==> src/source/trace_cfg_pkg.sv <==
// Trace encoder configuration
// Field widths of the instruction trace encoder, the vector types that
// carry them, and the default depth of the packet buffer.

package trace_cfg_pkg;

    // address and software word
    localparam int XLEN        = 32;
    // exception cause and privilege level
    localparam int CAUSELEN    = 5;
    localparam int PRIVLEN     = 2;
    // timer value
    localparam int TIMER_WIDTH = 32;

    // branch map, up to 31 conditional branches
    localparam int BRANCHLEN   = 5;
    localparam int BMAP_LEN    = 31;

    // longest packet and its length field
    localparam int PACKET_LEN  = 72;
    localparam int PKT_LEN_W   = 7;

    localparam int PACKET_FIFO_DEPTH = 4;

    typedef logic [XLEN-1:0]        addr_t;
    typedef logic [CAUSELEN-1:0]    cause_t;
    typedef logic [PRIVLEN-1:0]     priv_t;
    typedef logic [TIMER_WIDTH-1:0] time_t;
    typedef logic [BRANCHLEN-1:0]   bcnt_t;
    typedef logic [BMAP_LEN-1:0]    bmap_t;
    typedef logic [PACKET_LEN-1:0]  pkt_bits_t;
    typedef logic [PKT_LEN_W-1:0]   pkt_len_t;

endpackage

==> src/source/trace_packet_pkg.sv <==
// Trace packet definitions
// Packet kinds, trace formats and subformats, and the grouped signals
// passed between the branch map, the packet emitter and the packet FIFO.

package trace_packet_pkg;

    // bits 1:0 of every packet
    typedef enum logic [1:0] {
        W_SOFTWARE = 2'd1,
        W_TIME     = 2'd2,
        W_TRACE    = 2'd3
    } pkt_kind_e;

    // bits 3:2 of a trace packet
    typedef enum logic [1:0] {
        F_BRANCH_FULL = 2'd0,
        F_BRANCH_DIFF = 2'd1,
        F_ADDR_ONLY   = 2'd2,
        F_SYNC        = 2'd3
    } pkt_format_e;

    // only used with F_SYNC
    typedef enum logic [1:0] {
        SF_START     = 2'd0,
        SF_EXCEPTION = 2'd1,
        SF_CONTEXT   = 2'd2,
        SF_UNDEF     = 2'd3
    } pkt_subformat_e;

    // instruction state that comes with a trace request
    typedef struct packed {
        pkt_format_e           format;
        pkt_subformat_e        subformat;
        logic                  interrupt;
        trace_cfg_pkg::cause_t cause;
        trace_cfg_pkg::priv_t  priv;
        trace_cfg_pkg::addr_t  iaddr;
        logic                  is_branch;
        logic                  discontinuity;
    } trace_req_t;

    typedef struct packed {
        trace_cfg_pkg::bmap_t map;
        trace_cfg_pkg::bcnt_t count;
        logic                 full;
    } bmap_state_t;

    // formatted packet, unused high bits are zero
    typedef struct packed {
        trace_cfg_pkg::pkt_bits_t bits;
        trace_cfg_pkg::pkt_len_t  len;
    } packet_t;

endpackage

==> src/source/branch_map.sv <==
// Branch map
// Records the taken/not-taken outcome of each retired conditional branch
// at the position given by the branch count. Holds at most 31 outcomes,
// flags full, and clears on a flush from the packet emitter.

`timescale 1ns/100ps

module branch_map (
    input  logic                          clk_i,
    input  logic                          rst_ni,
    input  logic                          retire_valid_i,
    input  logic                          branch_valid_i,
    input  logic                          branch_taken_i,
    input  logic                          flush_i,
    output trace_packet_pkg::bmap_state_t state_o
);
    import trace_cfg_pkg::*;

    bmap_t map_q;
    bcnt_t count_q;
    logic  full;
    logic  branch_retired;

    assign full           = (count_q == bcnt_t'(BMAP_LEN));
    assign branch_retired = retire_valid_i && branch_valid_i;

    always_ff @(posedge clk_i or negedge rst_ni) begin
        if (!rst_ni) begin
            map_q   <= '0;
            count_q <= '0;
        end else if (flush_i) begin
            // a branch retiring with the flush starts the new map
            if (branch_retired) begin
                map_q   <= bmap_t'(branch_taken_i);
                count_q <= bcnt_t'(1);
            end else begin
                map_q   <= '0;
                count_q <= '0;
            end
        end else if (branch_retired && !full) begin
            map_q[count_q] <= branch_taken_i;
            count_q        <= count_q + bcnt_t'(1);
        end
    end

    // outcomes beyond a full map are dropped

    assign state_o.map   = map_q;
    assign state_o.count = count_q;
    assign state_o.full  = full;

endmodule

==> src/source/packet_emitter.sv <==
// Trace packet emitter
// Arbitrates trace, software and timer requests, one per cycle, in that
// order of priority, and formats the winner into packet bits and a length
// in bits. The packet is written into the FIFO in the request cycle.
// Each accepted trace request flushes the branch map one cycle later.

`timescale 1ns/100ps

module packet_emitter (
    input  logic                          clk_i,
    input  logic                          rst_ni,
    input  logic                          trace_valid_i,
    input  trace_packet_pkg::trace_req_t  trace_req_i,
    input  trace_packet_pkg::bmap_state_t bmap_i,
    input  logic                          sw_valid_i,
    input  trace_cfg_pkg::addr_t          sw_word_i,
    input  logic                          tu_valid_i,
    input  trace_cfg_pkg::time_t          tu_time_i,
    input  logic                          fifo_not_full_i,
    output logic                          sw_grant_o,
    output logic                          tu_grant_o,
    output logic                          trace_lost_o,
    output logic                          bmap_flush_o,
    output trace_packet_pkg::packet_t     pkt_o,
    output logic                          pkt_write_o
);
    import trace_cfg_pkg::*;
    import trace_packet_pkg::*;

    logic    trace_accept;
    logic    trace_supported;
    logic    with_addr;
    logic    flush_q;
    bcnt_t   chunk;
    bmap_t   map_chunk;
    packet_t pkt;
    logic    pkt_write;

    // trace strobes are never held, a full FIFO loses them
    assign trace_accept = trace_valid_i && fifo_not_full_i;
    assign trace_lost_o = trace_valid_i && !fifo_not_full_i;

    // differential branch and context sync are not formatted
    assign trace_supported = (trace_req_i.format != F_BRANCH_DIFF) &&
        !((trace_req_i.format == F_SYNC) &&
          (trace_req_i.subformat inside {SF_CONTEXT, SF_UNDEF}));

    // map bits are sent in chunks of 1, 9, 17, 25 or 31
    always_comb begin
        if (bmap_i.count <= bcnt_t'(1)) begin
            chunk = bcnt_t'(1);
        end else if (bmap_i.count <= bcnt_t'(9)) begin
            chunk = bcnt_t'(9);
        end else if (bmap_i.count <= bcnt_t'(17)) begin
            chunk = bcnt_t'(17);
        end else if (bmap_i.count <= bcnt_t'(25)) begin
            chunk = bcnt_t'(25);
        end else begin
            chunk = bcnt_t'(BMAP_LEN);
        end
    end

    assign map_chunk = bmap_i.map & bmap_t'((32'd1 << chunk) - 32'd1);

    // a full map without discontinuity needs no address
    assign with_addr = !(bmap_i.full && !trace_req_i.discontinuity);

    always_comb begin
        pkt        = '0;
        pkt_write  = 1'b0;
        sw_grant_o = 1'b0;
        tu_grant_o = 1'b0;

        if (trace_valid_i) begin
            pkt.bits[1:0] = W_TRACE;
            pkt.bits[3:2] = trace_req_i.format;
            pkt_write     = trace_accept && trace_supported;

            case (trace_req_i.format)
                F_BRANCH_FULL: begin
                    pkt.bits[8:4] = bmap_i.count;
                    pkt.bits      = pkt.bits | (pkt_bits_t'(map_chunk) << 9);
                    if (with_addr) begin
                        pkt.bits = pkt.bits |
                                   (pkt_bits_t'(trace_req_i.iaddr) << (9 + chunk));
                        pkt.len  = pkt_len_t'(9 + chunk + XLEN);
                    end else begin
                        pkt.len  = pkt_len_t'(9 + chunk);
                    end
                end
                F_ADDR_ONLY: begin
                    pkt.bits[4 +: XLEN] = trace_req_i.iaddr;
                    pkt.len             = pkt_len_t'(4 + XLEN);
                end
                F_SYNC: begin
                    if (trace_req_i.subformat == SF_EXCEPTION) begin
                        pkt.bits[4 +: 2 + PRIVLEN + 1 + XLEN + CAUSELEN + 1] = {
                            trace_req_i.interrupt, trace_req_i.cause,
                            trace_req_i.iaddr, trace_req_i.is_branch,
                            trace_req_i.priv, trace_req_i.subformat};
                        pkt.len = pkt_len_t'(6 + PRIVLEN + 1 + XLEN + CAUSELEN + 1);
                    end else begin
                        pkt.bits[4 +: 2 + PRIVLEN + 1 + XLEN] = {
                            trace_req_i.iaddr, trace_req_i.is_branch,
                            trace_req_i.priv, trace_req_i.subformat};
                        pkt.len = pkt_len_t'(6 + PRIVLEN + 1 + XLEN);
                    end
                end
                default: begin
                    // F_BRANCH_DIFF is dropped
                    pkt.len = '0;
                end
            endcase
        end else if (sw_valid_i) begin
            sw_grant_o          = fifo_not_full_i;
            pkt_write           = fifo_not_full_i;
            pkt.bits[1:0]       = W_SOFTWARE;
            pkt.bits[2 +: XLEN] = sw_word_i;
            pkt.len             = pkt_len_t'(2 + XLEN);
        end else if (tu_valid_i) begin
            tu_grant_o                 = fifo_not_full_i;
            pkt_write                  = fifo_not_full_i;
            pkt.bits[1:0]              = W_TIME;
            pkt.bits[2 +: TIMER_WIDTH] = tu_time_i;
            pkt.len                    = pkt_len_t'(2 + TIMER_WIDTH);
        end
    end

    assign pkt_o       = pkt;
    assign pkt_write_o = pkt_write;

    always_ff @(posedge clk_i or negedge rst_ni) begin
        if (!rst_ni) begin
            flush_q <= 1'b0;
        end else begin
            flush_q <= trace_accept;
        end
    end

    assign bmap_flush_o = flush_q;

endmodule

==> src/source/packet_fifo.sv <==
// Packet FIFO
// Circular buffer of formatted packets with an occupancy counter.
// Write side has a not-full flag, read side a valid/ready handshake.
// A write and a read may happen in the same cycle.

`timescale 1ns/100ps

module packet_fifo #(
    parameter int DEPTH = trace_cfg_pkg::PACKET_FIFO_DEPTH
) (
    input  logic                      clk_i,
    input  logic                      rst_ni,
    input  logic                      wr_valid_i,
    input  trace_packet_pkg::packet_t wr_data_i,
    output logic                      not_full_o,
    output trace_packet_pkg::packet_t rd_data_o,
    output logic                      rd_valid_o,
    input  logic                      rd_ready_i
);
    import trace_packet_pkg::*;

    typedef logic [$clog2(DEPTH)-1:0]   ptr_t;
    typedef logic [$clog2(DEPTH+1)-1:0] cnt_t;

    packet_t mem [DEPTH];
    ptr_t    wr_ptr_q;
    ptr_t    rd_ptr_q;
    cnt_t    count_q;
    logic    push;
    logic    pop;

    assign not_full_o = (count_q != cnt_t'(DEPTH));
    assign rd_valid_o = (count_q != '0);
    assign rd_data_o  = mem[rd_ptr_q];

    assign push = wr_valid_i && not_full_o;
    assign pop  = rd_valid_o && rd_ready_i;

    always_ff @(posedge clk_i) begin
        if (push) begin
            mem[wr_ptr_q] <= wr_data_i;
        end
    end

    // pointers wrap at DEPTH, which need not be a power of two
    always_ff @(posedge clk_i or negedge rst_ni) begin
        if (!rst_ni) begin
            wr_ptr_q <= '0;
            rd_ptr_q <= '0;
            count_q  <= '0;
        end else begin
            if (push) begin
                wr_ptr_q <= (wr_ptr_q == ptr_t'(DEPTH - 1)) ? '0 : wr_ptr_q + ptr_t'(1);
            end
            if (pop) begin
                rd_ptr_q <= (rd_ptr_q == ptr_t'(DEPTH - 1)) ? '0 : rd_ptr_q + ptr_t'(1);
            end
            if (push && !pop) begin
                count_q <= count_q + cnt_t'(1);
            end else if (pop && !push) begin
                count_q <= count_q - cnt_t'(1);
            end
        end
    end

endmodule

==> src/source/trace_packet_top.sv <==
// Trace packet stage
// Retired branches fill the branch map, the emitter formats trace,
// software and timer requests into packets, and the FIFO hands them
// to the output port under a valid/ready handshake.

`timescale 1ns/100ps

module trace_packet_top (
    input  logic                         clk_i,
    input  logic                         rst_ni,
    input  logic                         retire_valid_i,
    input  logic                         branch_valid_i,
    input  logic                         branch_taken_i,
    input  logic                         trace_valid_i,
    input  trace_packet_pkg::trace_req_t trace_req_i,
    input  logic                         sw_valid_i,
    input  trace_cfg_pkg::addr_t         sw_word_i,
    output logic                         sw_grant_o,
    input  logic                         tu_valid_i,
    input  trace_cfg_pkg::time_t         tu_time_i,
    output logic                         tu_grant_o,
    output trace_packet_pkg::packet_t    packet_o,
    output logic                         packet_valid_o,
    input  logic                         packet_ready_i,
    output logic                         trace_lost_o
);
    import trace_packet_pkg::*;

    bmap_state_t bmap_state;
    logic        bmap_flush;
    packet_t     pkt;
    logic        pkt_write;
    logic        fifo_not_full;

    branch_map branch_map_i (
        .clk_i          (clk_i),
        .rst_ni         (rst_ni),
        .retire_valid_i (retire_valid_i),
        .branch_valid_i (branch_valid_i),
        .branch_taken_i (branch_taken_i),
        .flush_i        (bmap_flush),
        .state_o        (bmap_state)
    );

    packet_emitter packet_emitter_i (
        .clk_i           (clk_i),
        .rst_ni          (rst_ni),
        .trace_valid_i   (trace_valid_i),
        .trace_req_i     (trace_req_i),
        .bmap_i          (bmap_state),
        .sw_valid_i      (sw_valid_i),
        .sw_word_i       (sw_word_i),
        .tu_valid_i      (tu_valid_i),
        .tu_time_i       (tu_time_i),
        .fifo_not_full_i (fifo_not_full),
        .sw_grant_o      (sw_grant_o),
        .tu_grant_o      (tu_grant_o),
        .trace_lost_o    (trace_lost_o),
        .bmap_flush_o    (bmap_flush),
        .pkt_o           (pkt),
        .pkt_write_o     (pkt_write)
    );

    packet_fifo packet_fifo_i (
        .clk_i      (clk_i),
        .rst_ni     (rst_ni),
        .wr_valid_i (pkt_write),
        .wr_data_i  (pkt),
        .not_full_o (fifo_not_full),
        .rd_data_o  (packet_o),
        .rd_valid_o (packet_valid_o),
        .rd_ready_i (packet_ready_i)
    );

endmodule

==> config.mk <==
export PLATFORM = sky130hd
export DESIGN_NAME = trace_packet_top
export DESIGN_NICKNAME = d
export VERILOG_FILES = /design/src/source/trace_cfg_pkg.sv /design/src/source/trace_packet_pkg.sv /design/src/source/branch_map.sv /design/src/source/packet_emitter.sv /design/src/source/packet_fifo.sv /design/src/source/trace_packet_top.sv
export SDC_FILE = /design/constraint.sdc
export NUM_CORES = 1
export LEC_CHECK = 0
export ABC_AREA = 1
export ABC_CLOCK_PERIOD_IN_PS = 5000
export BUFFER_PORTS_ARGS = -buffer_cell sky130_fd_sc_hd__buf_4
export CAP_MARGIN = 20
export CORE_MARGIN = 4
export CORE_UTILIZATION = 53
export CTS_CLUSTER_DIAMETER = 200
export DETAILED_ROUTE_END_ITERATION = 10
export PLACE_DENSITY_LB_ADDON = 0.25
export SLEW_MARGIN = 20
export SYNTH_ARGS = -nofsm -noshare
export SYNTH_HDL_FRONTEND = slang
export SYNTH_SLANG_ARGS = --single-unit
==> constraint.sdc <==
create_clock -name clk_i -period 5 [get_ports clk_i]
set_clock_uncertainty 0.1 [all_clocks]
set_input_delay 0.5 -clock clk_i [delete_from_list [all_inputs] [get_ports clk_i]]
set_output_delay 0.5 -clock clk_i [all_outputs]
set_load 0.02 [all_outputs]
# Word-level counts from Yosys, hierarchy flattened
# Memory sizes are Yosys's and may differ from the RTL's.
# Index checks and enable logic that the tools add are counted.
[classes]
multipliers = 0
div_mod_pow = 0
addsub = 8
mux = 39
order_cmp = 6
bitwise_logic = 3
shifts = 2
reduce_logical = 24
eq_ne = 10
[ops]
columns = ["op", "count"]
rows = [
  ["2-to-1 mux 41 bit", 3],
  ["one-hot mux 32 bit (3 select lines)", 1],
  ["2-to-1 mux 72 bit", 1],
  ["OR 72 bit", 1],
  ["<< shifter 32 x 32 -> 72 bit", 1],
  ["2-to-1 mux 31 bit", 2],
  ["OR 9 x 40 -> 40 bit", 1],
  ["2-to-1 mux 38 bit", 1],
  ["AND 31 bit", 1],
  ["bitwise mux 31 bit", 1],
  ["<< shifter 1 x 5 -> 31 bit, first input constant", 1],
  ["subtractor 31 x 1 -> 31 bit, second input constant", 1],
  ["2-to-1 mux 25 bit", 1],
  ["2-to-1 mux 5 bit", 5],
  ["one-hot mux 11 bit (2 select lines)", 1],
  ["one-hot mux 7 bit (3 select lines)", 1],
  ["logical AND 1 bit", 13],
  ["== test 2 bit, second input constant", 6],
  ["2-to-1 mux 1 bit", 12],
  ["2-to-1 mux 3 bit", 4],
  ["<= comparator 5 bit, second input constant", 2],
  ["adder 7 x 6 -> 7 bit, second input constant", 1],
  ["2-to-1 mux 7 bit", 1],
  ["adder 4 x 5 -> 6 bit, first input constant", 1],
  ["other kinds (20)", 29],
]
[totals]
latch_bits = 0
rom_bits = 0
out_inout_bits = 83
ram_bits = 316
input_bits = 119
elab_cells = 99
mem_count = 1
regBits = 44
[mem_list]
columns = ["name", "depth", "width", "read_ports", "rd_clocked_by_memory_dff", "wr", "line_no", "source"]
rows = [
  ["packet_fifo_i.mem", 4, 79, 1, 0, 1, "packet_fifo.sv:25", "packet_t mem [DEPTH];"],
]

# Longest topological paths before layout
# Gate-level depths: netlist of run 1.
[logic_depth]
depth_word = 13
mapped_depth = 24

# Hierarchy
# From an unflattened synthesis of run 1, not the netlist that was laid out.
[unflattened]
cells_unflattened = 2024
area_unflattened_um2 = 18656.6
[by_module_without_submodules]
columns = ["module", "area_each_um2", "seq_area_each_um2", "instances", "cells_per_inst"]
rows = [
  ["packet_fifo", 12854.8, 9664.3, 1, 980],
  ["packet_emitter", 3837.4, 25.0, 1, 799],
  ["branch_map", 1964.4, 900.9, 1, 245],
]

# Worst setup path before layout of run 1
# No wires, ideal clock.
[synth_path]
path_kind = "input to register"
startpoint = "input port trace_req_i[45] in the netlist's numbering"
endpoint = "memory packet_fifo_i.mem[0][0] in the netlist's numbering (enable)"
stages = 7
t_required_ns = 4.383
n_path_buf = 0
slack_ns = -0.434
t_arrival_ns = 4.817
cell_sequence = "inv_1 ha_1 nor2_1 nand2_1 a21oi_1 inv_1 nor2_1"
[synth_between]
elab_chain_len = 9
word_cells_on_any_way = 10
[synth_lines]
columns = ["item", "line_no", "source"]
rows = [
  ["from (decl)", "trace_packet_top.sv:15", "input trace_packet_pkg::trace_req_t trace_req_i,"],
  ["== test 2 bit", "packet_emitter.sv:45", "!((trace_req_i.format == F_SYNC) &&"],
  ["logical AND 1 bit", "packet_emitter.sv:45", ""],
  ["zero test 1 bit", "packet_emitter.sv:45", ""],
  ["logical AND 1 bit *", "packet_emitter.sv:44", "assign trace_supported = (trace_req_i.format != F_BRANCH_DIFF) &&"],
  ["logical AND 1 bit *", "packet_emitter.sv:77", "pkt_write = trace_accept && trace_supported;"],
  ["2-to-1 mux 1 bit *", "packet_emitter.sv:74", "if (trace_valid_i) begin"],
  ["logical AND 1 bit *", "packet_fifo.sv:36", "assign push = wr_valid_i && not_full_o;"],
  ["via packet_fifo_i.push", "packet_fifo.sv:29", "logic push;"],
  ["2-to-1 mux 1 bit *", "packet_fifo.sv:40", "if (push) begin"],
  ["2-to-1 mux 1 bit (implied by the code) *", "packet_fifo.sv:41", "mem[wr_ptr_q] <= wr_data_i;"],
  ["to (decl)", "packet_fifo.sv:25", ""],
]
# The timed path passes the listed nets; every way through them passes the cells marked *.

==> impl_results.md, run 1 <==
* Setup bufs post-CTS at 0
* Unrepaired setup endpoints after global routing: false
* Synth cell count leaders: nand2_1 (329), edfxtp_1 (316), o21ai_0 (219)
* Total net switching power at 4.933 mW
* Crit path capture type: flip-flop
* IO buf count at 201
* Total number of H-tree levels at 2
* Number of placed I/O pins at 202
* Layout net count at 2118
* Final worst slack at 0.7837 ns
* Final worst path period share at 0.8433
* Largest driver fanout on the critical path at 11
* Part of the power in the clock network at 0.221
* Switching part of the total at 0.4074
* Number of buffers added by the clock tree synthesis step at 37
* Placeable core region at 32620 um2
* Final antenna-violating net count at 0
* Avg Cell Area, Syn at 9.716 um2
* Ratio of cells with drive above 1 in the final layout at 0.1606
* Clock root buffer: clkbuf_16
* Worst setup path startpoint: branch_map_i.count_q[1]
* HPWL after detailed placement at 42.68 mm
* Die extent in y at 190.0 um
* Vias in the first global route at 14153
* Starting density of the core at 0.5382
* Post-synthesis cell type with the largest combined area: edfxtp_1
* Total overflow reported by the global router at 0
* Top-area cell type share of the netlist area at 0.5405
* Gr usage total at 0.3235
* Cell Area, Synth at 17560 um2
* Worst supply voltage drop on vdd at 0.0007578 V
* Critical register-to-register path startpoint: branch_map_i.count_q[1]
* Reg-to-reg setup timing slack at 0.78 ns
* Run status: completed
* Register area share after synthesis at 0.6032
* Maximum root-to-sink buffer count at 3
* Final core occ at 0.6343
* CTS Sinks at 360
* Sort of element at the start of the critical path: flip-flop
* Width of the chip at 190.0 um
* Fraction of synthesis flops using an asynchronous set or reset pin at 0.1222
* Internal Pwr Total at 7.176 mW
* Worst hold slack at 0.2514 ns
* R2R Path End: packet_fifo_i.mem[3][62]
* Post-synth cell types at 50
* Primary flip-flop cell chosen by synthesis mapping: edfxtp_1
* First-iteration detailed-routing DRC count at 1650
* Source-to-sink clock delay at the later pin of the worst-skew pair at 0.52 ns
* Average vias per placed instance at 6.086
* Worst hold path type: primary input to flip-flop
* First-pass GRT wire length at 87.98 mm
* Number of diodes at 0
* Proportion of power drawn by combinational gates at 0.427
* Number of flops mapped to enable cells by yosys at 316
* Clock slew at reported path FFs at 0.06 ns
* Total via count in the routed design at 14855
* Highest clock frequency the design can meet at 0.2372 GHz
* Synthesized netlist cell count at 1807
* Maximum number of pins on one net before global-route repair at 94
* Routed wire length per instance at 24.63 um
* Seq cells post-synth at 360
* Total count of hold-check failures in the final report at 0
* Cells taking the most area after synthesis: edfxtp_1 (54%), nand2_1 (7.0%), dfrtp_1 (6.3%)
* Total routed wirelength at 60.13 mm
* Count of maximum capacitance violations at 0
* Detailed-route DRC error count at 0
* Count of final setup violators at 0
* Worst setup path endpoint: packet_fifo_i.mem[3][62]
* TritonRoute pass-1 iters at 7
* Sequential group share of total power at 0.353
* Power density relative to cell area at 585.2 nW/um2
* Layout-stage area growth over the synthesis result at 17.85%
* Worst Reg-to-Reg Cells at 17
* Relative slew margins at 0.2869
* Count of warnings emitted by yosys at 0
* Critical path required time at 5.26 ns
* Transition time of the tightest slew-check pin at 1.068 ns
* Number of nets in the synthesized netlist at 1953
* Initial antenna violation count at 0
* FP Rows at 66
* Critical path data arrival time at 4.48 ns
* Max-slew violations at 0
* Post-route setup TNS at 0 ns
* Minimum period implied by the final worst setup slack at 4.216 ns
* Die area at 36100 um2
* Final GP Congestion at 1.135
* CTS tree: done
* Post-placement setup slack at 0.9190 ns
* Path type of the worst setup path: flip-flop to flip-flop
* Most instantiated library cell after synthesis: nand2_1
* Leakage power at 8.410 nW
area by class of cell:
type                       count  area [um2]
clock buffer                  46       969.7
clock inverter                20       202.7
fill                        2710       11930
inverter                     121       457.9
multi-input combinational   1214        6083
sequential                   360       10600
tap                          442       553.0
timing repair buffer         238        1827
layout by cell type (no fill, tap or decap), types with 4 or more instances in the layout:
master     instances
and2_1             5
nand4_1           24
ha_1              26
nor2_4             6
dfrtp_1           42
inv_2              6
a22oi_1           37
edfxtp_1         316
a31oi_1           34
clkinv_2           6
inv_1            108
buf_4            234
o21ai_1           28
inv_6              4
nand3_1          109
clkinv_1           8
nor2_2             5
clkbuf_1           8
clkbuf_16         37
a21oi_1           35
nor3_1            10
o22ai_1          105
o21ai_0          219
nor2_1           205
nand3b_1           5
nand2_1          329
power groups by stage:
stage | clock network, mW | registers (mW) | logic, mW
after floorplan | 0 | 4.28 | 3.03
final | 2.67 | 4.27 | 5.17
after global routing | 2.82 | 4.31 | 5.54
after CTS | 2.69 | 4.26 | 5.15
after detailed placement | 0 | 4.32 | 5.14
after global placement | 0 | 4.30 | 5.08
stage by stage:
step,cells,instance area (um2),power [mW]
global placement,2374,19510,9.374
floorplan,1807,17560,7.307
detailed placement,2374,19510,9.458
global route,2441,20690,12.68
CTS,2441,20690,12.11
finish,2441,20690,12.11
cell families after synthesis:
kind of cell / Yosys count / share of synthesized area
xor+xnor: 2 / 0.0009979
buf+inv: 233 / 0.05231
fa+ha+maj: 27 / 0.01967
compound gates: 477 / 0.1544
simple gates: 706 / 0.1682
mux: 2 / 0.001211
flops: 360 / 0.6032
routing by layer:
| layer | track usage | wire [um] | share of wire |
|---|---|---|---|
| met1 | 0.4488 | 24320 | 0.40 |
| met2 | 0.5265 | 28560 | 0.47 |
| met3 | 0.04312 | 4841 | 0.081 |
| met4 | 0.1213 | 2410 | 0.040 |
| met5 | 0 | 0 | 0 |
state kept, by name (all words and copies together), names as in the netlist:
register                       cells
branch_map_i.map_q                31
packet_fifo_i.mem                316
packet_fifo_i.rd_ptr_q             2
packet_fifo_i.wr_ptr_q             2
packet_emitter_i.bmap_flush_o      1
branch_map_i.count_q               5
packet_fifo_i.count_q              3
what timing repair did:
item	in CTS	in global routing
endpoints found under the hold margin	44	0
resized for setup	0	0
hold buffers	1	0
critical path, cell delays in order, from the launching register on:
cell,delay [ns]
dfrtp_1,0.45
inv_1,0.13
ha_1,0.42
nand3_1,0.17
nand2_1,0.12
inv_1,0.04
nand2_1,0.11
nand2_1,0.14
inv_1,0.13
ha_1,0.21
inv_1,0.06
ha_1,0.38
inv_1,0.08
nor3_1,0.40
nand2_1,0.41
o21ai_0,0.28
o21ai_0,0.25
inv_1,0.19
worst min path at each step:
stage / start / endpoint / slack [ns] / depth (start not counted)
floorplan: rst_ni / branch_map_i.count_q[0] / 0.10 / 0
global placement: branch_map_i.map_q[0] / branch_map_i.map_q[0] / 0.38 / 2
detailed placement: branch_map_i.map_q[9] / branch_map_i.map_q[9] / 0.40 / 2
CTS: tu_time_i[24] / packet_fifo_i.mem[0][33] / 0.24 / 3
global route: tu_time_i[9] / packet_fifo_i.mem[3][18] / 0.26 / 3
finish: tu_time_i[24] / packet_fifo_i.mem[1][33] / 0.25 / 3
(Power assumes the default switching activity.)
==> run 2, diff against run 1 <==
--- a/config.mk
+++ b/config.mk
@@ -6,11 +6,11 @@
 export NUM_CORES = 1
 export LEC_CHECK = 0
 export ABC_AREA = 1
-export ABC_CLOCK_PERIOD_IN_PS = 5000
+export ABC_CLOCK_PERIOD_IN_PS = 4010
 export BUFFER_PORTS_ARGS = -buffer_cell sky130_fd_sc_hd__buf_4
 export CAP_MARGIN = 20
 export CORE_MARGIN = 4
-export CORE_UTILIZATION = 53
+export CORE_UTILIZATION = 57
 export CTS_CLUSTER_DIAMETER = 200
 export DETAILED_ROUTE_END_ITERATION = 10
 export PLACE_DENSITY_LB_ADDON = 0.25
==> constraint.sdc (replaced) <==
create_clock -name clk_i -period 4.01 [get_ports clk_i]
set_clock_uncertainty 0.1 [all_clocks]
set_input_delay 0.401 -clock clk_i [delete_from_list [all_inputs] [get_ports clk_i]]
set_output_delay 0.401 -clock clk_i [all_outputs]
set_load 0.02 [all_outputs]
==> run 2 against run 1 <==
Net effect:
- register-to-register slack lost 0.53 ns
- combinational power grew 31%
- clock power rose by 21%
- sequential share of layout area down 0.58 points
- critical path depth increased by 2
- design area rose by 1.1%
- via count is 3.8% higher
- sequential cell count unchanged
- count of clock-buffer cells in the layout did not move
- core utilization grew 6.2 points
- critical path type unchanged
- largest cell class unchanged
==> impl_results.md, run 2 (same netlist as run 1, synthesis figures left out) <==
* Most numerous cell on the critical path: nand2_1
* R2R Path End: packet_fifo_i.mem[3][56]
* Maximum number of pins on one net before global-route repair at 105
* # fillers at 2269
* Clock slew at reported path FFs at 0.06 ns
* Placeable core region at 30030 um2
* CTS Sinks at 360
* Highest clock frequency the design can meet at 0.2662 GHz
* Layout-stage area growth over the synthesis result at 19.17%
* Final core occ at 0.6967
* Sort of element at the start of the critical path: flip-flop
* Number of buffers added by the clock tree synthesis step at 37
* Internal Pwr Total at 9.023 mW
* Layout net count at 2145
* Path type of the worst setup path: flip-flop to flip-flop
* Worst Min Path Start: packet_ready_i
* TritonRoute pass-1 iters at 6
* Sequential group share of total power at 0.345
* FP Rows at 63
* Largest register FFs at 316
* Total number of H-tree levels at 2
* Source-to-sink clock delay at the later pin of the worst-skew pair at 0.52 ns
* Width of the chip at 183.5 um
* Worst hold path type: primary input to flip-flop
* Part of the power in the clock network at 0.212
* Final worst path period share at 0.9368
* Unrepaired setup endpoints after global routing: false
* Proportion of power drawn by combinational gates at 0.443
* Die area at 33670 um2
* Crit path capture type: flip-flop
* Detailed-route DRC error count at 0
* Register bank with the most flops: packet_fifo_i.mem
* Buffering stage count on the worst path with inverters included at 7
* Initial antenna violation count at 0
* Gr usage total at 0.3542
* Total overflow reported by the global router at 0
* Routed wire length per instance at 25.46 um
* Critical register-to-register path startpoint: branch_map_i.count_q[4]
* Critical path data arrival time at 4.02 ns
* IO buf count at 201
* HPWL after detailed placement at 43.62 mm
* Worst hold path stage count at 4
* Maximum root-to-sink buffer count at 3
* Leakage power at 8.568 nW
* Post-route setup TNS at 0 ns
* Minimum period implied by the final worst setup slack at 3.757 ns
* First-pass GRT wire length at 90.10 mm
* Clock root buffer: clkbuf_16
* Most common cell after layout, fill and taps aside: nand2_1
* Largest driver fanout on the critical path at 10
* Final GP Congestion at 1.042
* Number of placed I/O pins at 202
* Worst hold path endpoint: packet_fifo_i.rd_ptr_q[1]
* Transition time of the tightest slew-check pin at 1.062 ns
* Total via count in the routed design at 15414
* Largest registers ranked by flip-flop count: packet_fifo_i.mem x316, branch_map_i.map_q x31, branch_map_i.count_q x5
* Vias in the first global route at 14563
* Starting density of the core at 0.5846
* Average vias per placed instance at 6.380
* Max-slew violations at 0
* Final antenna-violating net count at 0
* Critical path required time at 4.28 ns
* Final worst slack at 0.2533 ns
* Cell breakdown of the critical path: inv_1 > nand2_1 > nor2_4 > nand2_1 > nand2_2 > nand2_1 > nand2_1 > inv_1 > ha_1 > inv_1 > ha_1 > inv_1 > nor3_1 > buf_4 > nand2_1 > buf_4 > o21ai_0 > nand2_1 > inv_1
* Count of maximum capacitance violations at 0
* Run status: completed
* Number of diodes at 0
* Worst Reg-to-Reg Cells at 19
* Worst supply voltage drop on vdd at 0.0008691 V
* Count of final setup violators at 0
* Power density relative to cell area at 729.8 nW/um2
* Reg-to-reg setup timing slack at 0.25 ns
* Switching part of the total at 0.4091
* Total routed wirelength at 61.51 mm
* Ratio of cells with drive above 1 in the final layout at 0.1723
* Slowest cell on crit path: dfrtp_1
* Worst hold slack at 0.1462 ns
* First-iteration detailed-routing DRC count at 2409
* Final total power at 15.27 mW
* Largest stage delay on the critical path at 0.53 ns
* Die extent in y at 183.5 um
* Most frequent cells in the layout: nand2_1 (328), edfxtp_1 (316), buf_4 (252), o21ai_0 (219), nor2_1 (204)
* Post-placement setup slack at 0.2151 ns
* Total net switching power at 6.246 mW
* Relative slew margins at 0.2911
* Total count of hold-check failures in the final report at 0
* Family with the most delay on the worst path: simple AND/OR/NAND/NOR gates
* CTS tree: done
[run 2: area by class of cell]
class | count | area, um2 | area share
clock buffers | 46 | 969.7 | 0.04635
clock inverters | 20 | 158.9 | 0.007595
repair buffers | 265 | 2150 | 0.1027
inverters | 121 | 457.9 | 0.02189
multi-input cells | 1214 | 6103 | 0.2917
well taps | 390 | 488.0 | 0.02332
flip-flops and latches | 360 | 10600 | 0.5064
[run 2: how the worst max path moves through the flow]
stage                            startpoint                       end  slack, ns  depth (start not counted)
floorplan                   trace_req_i[45]   packet_fifo_i.mem[0][0]      -1.32                          7
global placement    branch_map_i.count_q[1]  packet_fifo_i.mem[3][54]       0.27                         18
detailed placement  branch_map_i.count_q[1]  packet_fifo_i.mem[0][54]       0.22                         18
CTS                 branch_map_i.count_q[1]  packet_fifo_i.mem[0][54]       0.20                         18
global route        branch_map_i.count_q[4]  packet_fifo_i.mem[3][41]       0.02                         22
finish              branch_map_i.count_q[4]  packet_fifo_i.mem[3][56]       0.25                         19
[run 2: power groups by stage]
stage / Sequential (mW) / Clock [mW] / Combinational, mW
3_3_place_gp: 5.28 / 0 / 6.54
3_5_place_dp: 5.33 / 0 / 6.65
4_1_cts: 5.26 / 3.24 / 6.70
5_1_grt: 5.32 / 3.43 / 7.22
6_report: 5.27 / 3.24 / 6.76
2_1_floorplan: 5.34 / 0 / 3.77
[run 2: what timing repair did]
item / in CTS / in global routing
resized for setup: 0 / 5
hold buffers: 1 / 0
endpoints found under the setup margin: 0 / 80
buffers inserted: 0 / 0
endpoints found under the hold margin: 44 / 0
[run 2: per-stage QoR]
step | std cells | instance area (um2)
floorplan | 1807 | 17560
global placement | 2348 | 19740
detailed placement | 2348 | 19740
CTS | 2415 | 20880
global route | 2416 | 20920
finish | 2416 | 20920
[run 2: worst reg2reg max path, cell delays in order (launching register included)]
cell and delay (ns):
dfrtp_1 0.53, inv_1 0.11, nand2_1 0.16, nor2_4 0.07
nand2_1 0.11, nand2_2 0.12, nand2_1 0.17, nand2_1 0.14
inv_1 0.13, ha_1 0.20, inv_1 0.06, ha_1 0.29
inv_1 0.06, nor3_1 0.29, buf_4 0.22, nand2_1 0.07
buf_4 0.17, o21ai_0 0.33, nand2_1 0.16, inv_1 0.14
[run 2: metal layers]
metal,up-vias,routed length (um),track usage
li1,6823,-,-
met1,7417,23990,0.4977
met2,1018,28850,0.5648
met3,156,6174,0.06035
met4,0,2495,0.1240
met5,-,0,0
==> run 3, diff against run 2 <==
--- a/config.mk
+++ b/config.mk
@@ -9,6 +9,7 @@
 export ABC_CLOCK_PERIOD_IN_PS = 4010
 export BUFFER_PORTS_ARGS = -buffer_cell sky130_fd_sc_hd__buf_4
 export CAP_MARGIN = 20
+export CORE_ASPECT_RATIO = 2
 export CORE_MARGIN = 4
 export CORE_UTILIZATION = 57
 export CTS_CLUSTER_DIAMETER = 200
@@ -17,4 +18,5 @@
 export SLEW_MARGIN = 20
 export SYNTH_ARGS = -nofsm -noshare
 export SYNTH_HDL_FRONTEND = slang
+export SYNTH_HIERARCHICAL = 1
 export SYNTH_SLANG_ARGS = --single-unit
==> run 3 against run 2 <==
Net effect:
- synthesized cell count is 12% higher
- clock power is 11% lower
- register-to-register slack worse by 0.05 ns
- sequential power is 2% higher
- sequential share of layout area is 1.7 points lower
- worst setup slack worse by 0.050 ns
- cell count is 9.2% higher
- combinational power is 7.0% lower
- first-iteration DRC count is 42% lower
- critical path type unchanged
==> impl_results.md, run 3 <==
* Run status: completed
* Final core occ at 0.6716
* Path type of the worst setup path: flip-flop to flip-flop
* Slowest cell on crit path: dfrtp_1
* Routed wire length per instance at 23.66 um
* Source-to-sink clock delay at the later pin of the worst-skew pair at 0.57 ns
* Minimum period implied by the final worst setup slack at 3.807 ns
* Total overflow reported by the global router at 0
* Total number of H-tree levels at 1
* Max-slew violations at 0
* HPWL after detailed placement at 46.98 mm
* Layout net count at 2331
* Register bank with the most flops: packet_fifo_i/mem
* IO buf count at 201
* Total routed wirelength at 62.41 mm
* Maximum root-to-sink buffer count at 3
* Avg Cell Area, Syn at 9.218 um2
* Total via count in the routed design at 15536
* Internal Pwr Total at 8.726 mW
* Synth cell count leaders: nand2_1 (609), edfxtp_1 (316), inv_1 (254)
* Initial antenna violation count at 0
* Primary flip-flop cell chosen by synthesis mapping: edfxtp_1
* Worst hold path type: primary input to flip-flop
* Starting density of the core at 0.5788
* Post-placement setup slack at 0.2169 ns
* Final GP Congestion at 1.090
* Clock root buffer: clkbuf_16
* Post-synthesis cell type with the largest combined area: edfxtp_1
* Most frequent cells in the layout: nand2_1 (609), edfxtp_1 (316), inv_1 (254), buf_4 (238), o211ai_1 (164)
* Clock slew at reported path FFs at 0.07 ns
* Maximum number of pins on one net before global-route repair at 82
* CTS tree: done
* First-iteration detailed-routing DRC count at 1393
* Vias in the first global route at 15326
* Number of placed I/O pins at 202
* Count of maximum capacitance violations at 0
* # fillers at 2565
* Number of diodes at 0
* Leakage power at 9.312 nW
* Crit path capture type: flip-flop
* Cells taking the most area after synthesis: edfxtp_1 (51%), nand2_1 (12%), o211ai_1 (6.6%)
* TritonRoute pass-1 iters at 6
* Largest register FFs at 316
* Gr usage total at 0.3442
* Fraction of synthesis flops using an asynchronous set or reset pin at 0.1222
* Total count of hold-check failures in the final report at 0
* Sequential group share of total power at 0.369
* Post-synth cell types at 46
* Unrepaired setup endpoints after global routing: false
* Die area at 35860 um2
* Count of warnings emitted by yosys at 6
* Placed cells at 2583
* Final worst slack at 0.2029 ns
* Highest clock frequency the design can meet at 0.2627 GHz
* Placeable core region at 32230 um2
* Average vias per placed instance at 5.889
* Total net switching power at 5.796 mW
* Top-area cell type share of the netlist area at 0.5086
* Most common cell after layout, fill and taps aside: nand2_1
* Final worst path period share at 0.9494
* Most instantiated library cell after synthesis: nand2_1
* Sort of element at the start of the critical path: flip-flop
* Cell Area, Synth at 18660 um2
* Part of the power in the clock network at 0.198
* Relative slew margins at 0.2972
* Count of final setup violators at 0
* Largest stage delay on the critical path at 0.50 ns
* CTS Sinks at 360
* Transition time of the tightest slew-check pin at 1.053 ns
* Synthesized netlist cell count at 2024
* Layout-stage area growth over the synthesis result at 16.04%
* Switching part of the total at 0.3991
* Ratio of cells with drive above 1 in the final layout at 0.1520
* Detailed-route DRC error count at 0
* FP Rows at 93
* First-pass GRT wire length at 91.46 mm
* Proportion of power drawn by combinational gates at 0.433
* Register area share after synthesis at 0.5676
* Worst supply voltage drop on vdd at 0.0006438 V
* Final total power at 14.52 mW
* Number of flops mapped to enable cells by yosys at 316
* Largest registers ranked by flip-flop count: packet_fifo_i/mem x316, branch_map_i/map_q x31, branch_map_i/count_q x5
* Cell breakdown of the critical path: inv_1 > nand2_2 > nand2_2 > nand3_1 > nand2_1 > inv_1 > ha_1 > buf_4 > o21ai_1 > o21ai_0 > o21ai_0 > a21oi_1
* Seq cells post-synth at 360
* Post-route setup TNS at 0 ns
* Die extent in y at 263.9 um
* Critical path data arrival time at 4.05 ns
* Power density relative to cell area at 670.8 nW/um2
* Number of buffers added by the clock tree synthesis step at 29
* Width of the chip at 135.9 um
* Largest driver fanout on the critical path at 39
* Critical path required time at 4.25 ns
* Final antenna-violating net count at 0
* Non-filler cells in the finished layout at 2638
* Setup bufs post-CTS at 0
* Number of nets in the synthesized netlist at 2166
run 3: repair_timing:
| action | 4_1_cts | 5_1_grt |
|---|---|---|
| hold buffers | 2 | 0 |
| setup endpoints to repair | 0 | 4 |
| endpoints found under the hold margin | 46 | 0 |
| gates resized for setup | 0 | 1 |
run 3: power groups by stage:
stage / registers, mW / logic, mW / clock network [mW]
after detailed placement: 5.44 / 6.27 / 0
after global routing: 5.42 / 6.74 / 3.07
final: 5.36 / 6.29 / 2.88
after CTS: 5.36 / 6.30 / 2.91
after floorplan: 5.32 / 3.76 / 0
after global placement: 5.39 / 6.17 / 0
run 3: final cells by class:
type	count	area, um2	area share
clock buffers	35	758.2	0.03502
clock inverters	18	196.4	0.009074
inverters	267	1002	0.04630
multi-input cells	1280	6535	0.3019
flip-flops and latches	360	10600	0.4894
well taps	427	534.3	0.02468
repair buffers	251	2027	0.09363
run 3: critical path: cells and delay by family, from the launching register on:
kind            cells  cell delay [ns]
flops               1             0.50
buf+inv             3             0.61
fa+ha+maj           1             0.31
simple gates        4             0.58
compound gates      4             1.46
run 3: metal layers:
| layer | track usage | vias up | part of all wire |
|---|---|---|---|
| met5 | 0 | - | 0 |
| met4 | 0.2004 | 0 | 0.073 |
| met3 | 0.03639 | 191 | 0.058 |
| met2 | 0.6245 | 667 | 0.53 |
| met1 | 0.3840 | 7485 | 0.34 |
| li1 | - | 7193 | - |
run 3: stage by stage:
step	hold WS [ns]	cell area, um2
after floorplan	0.005409	18670
after global placement	0.3311	20670
after detailed placement	0.3345	20670
after CTS	0.03873	21650
after global routing	0.09194	21650
final	0.05366	21650
run 3: kinds of logic after synthesis:
family,synth area share
buffers and inverters,0.08383
flip-flops,0.5676
multiplexers,0.0005365
AND/OR/NAND/NOR,0.1887
AO/OA/AOI/OAI,0.1425
adder cells (fa/ha/maj),0.01583
XOR/XNOR,0.0009391
run 3: worst paths after layout:
| path | to | from | slack [ns] | depth (start not counted) |
|---|---|---|---|---|
| max | packet_fifo_i/mem[1][47] | branch_map_i/count_q[2] | 0.20 | 12 |
| min | branch_map_i/map_q[0] | branch_taken_i | 0.05 | 5 |
| max reg2reg | packet_fifo_i/mem[1][47] | branch_map_i/count_q[2] | 0.20 | 12 |
| min reg2reg | packet_fifo_i/count_q[2] | packet_fifo_i/count_q[2] | 0.41 | 2 |
| max in group asynchronous | packet_fifo_i/rd_ptr_q[0] | rst_ni | 3.09 | 2 |
| min in group asynchronous | branch_map_i/map_q[13] | rst_ni | 0.28 | 2 |
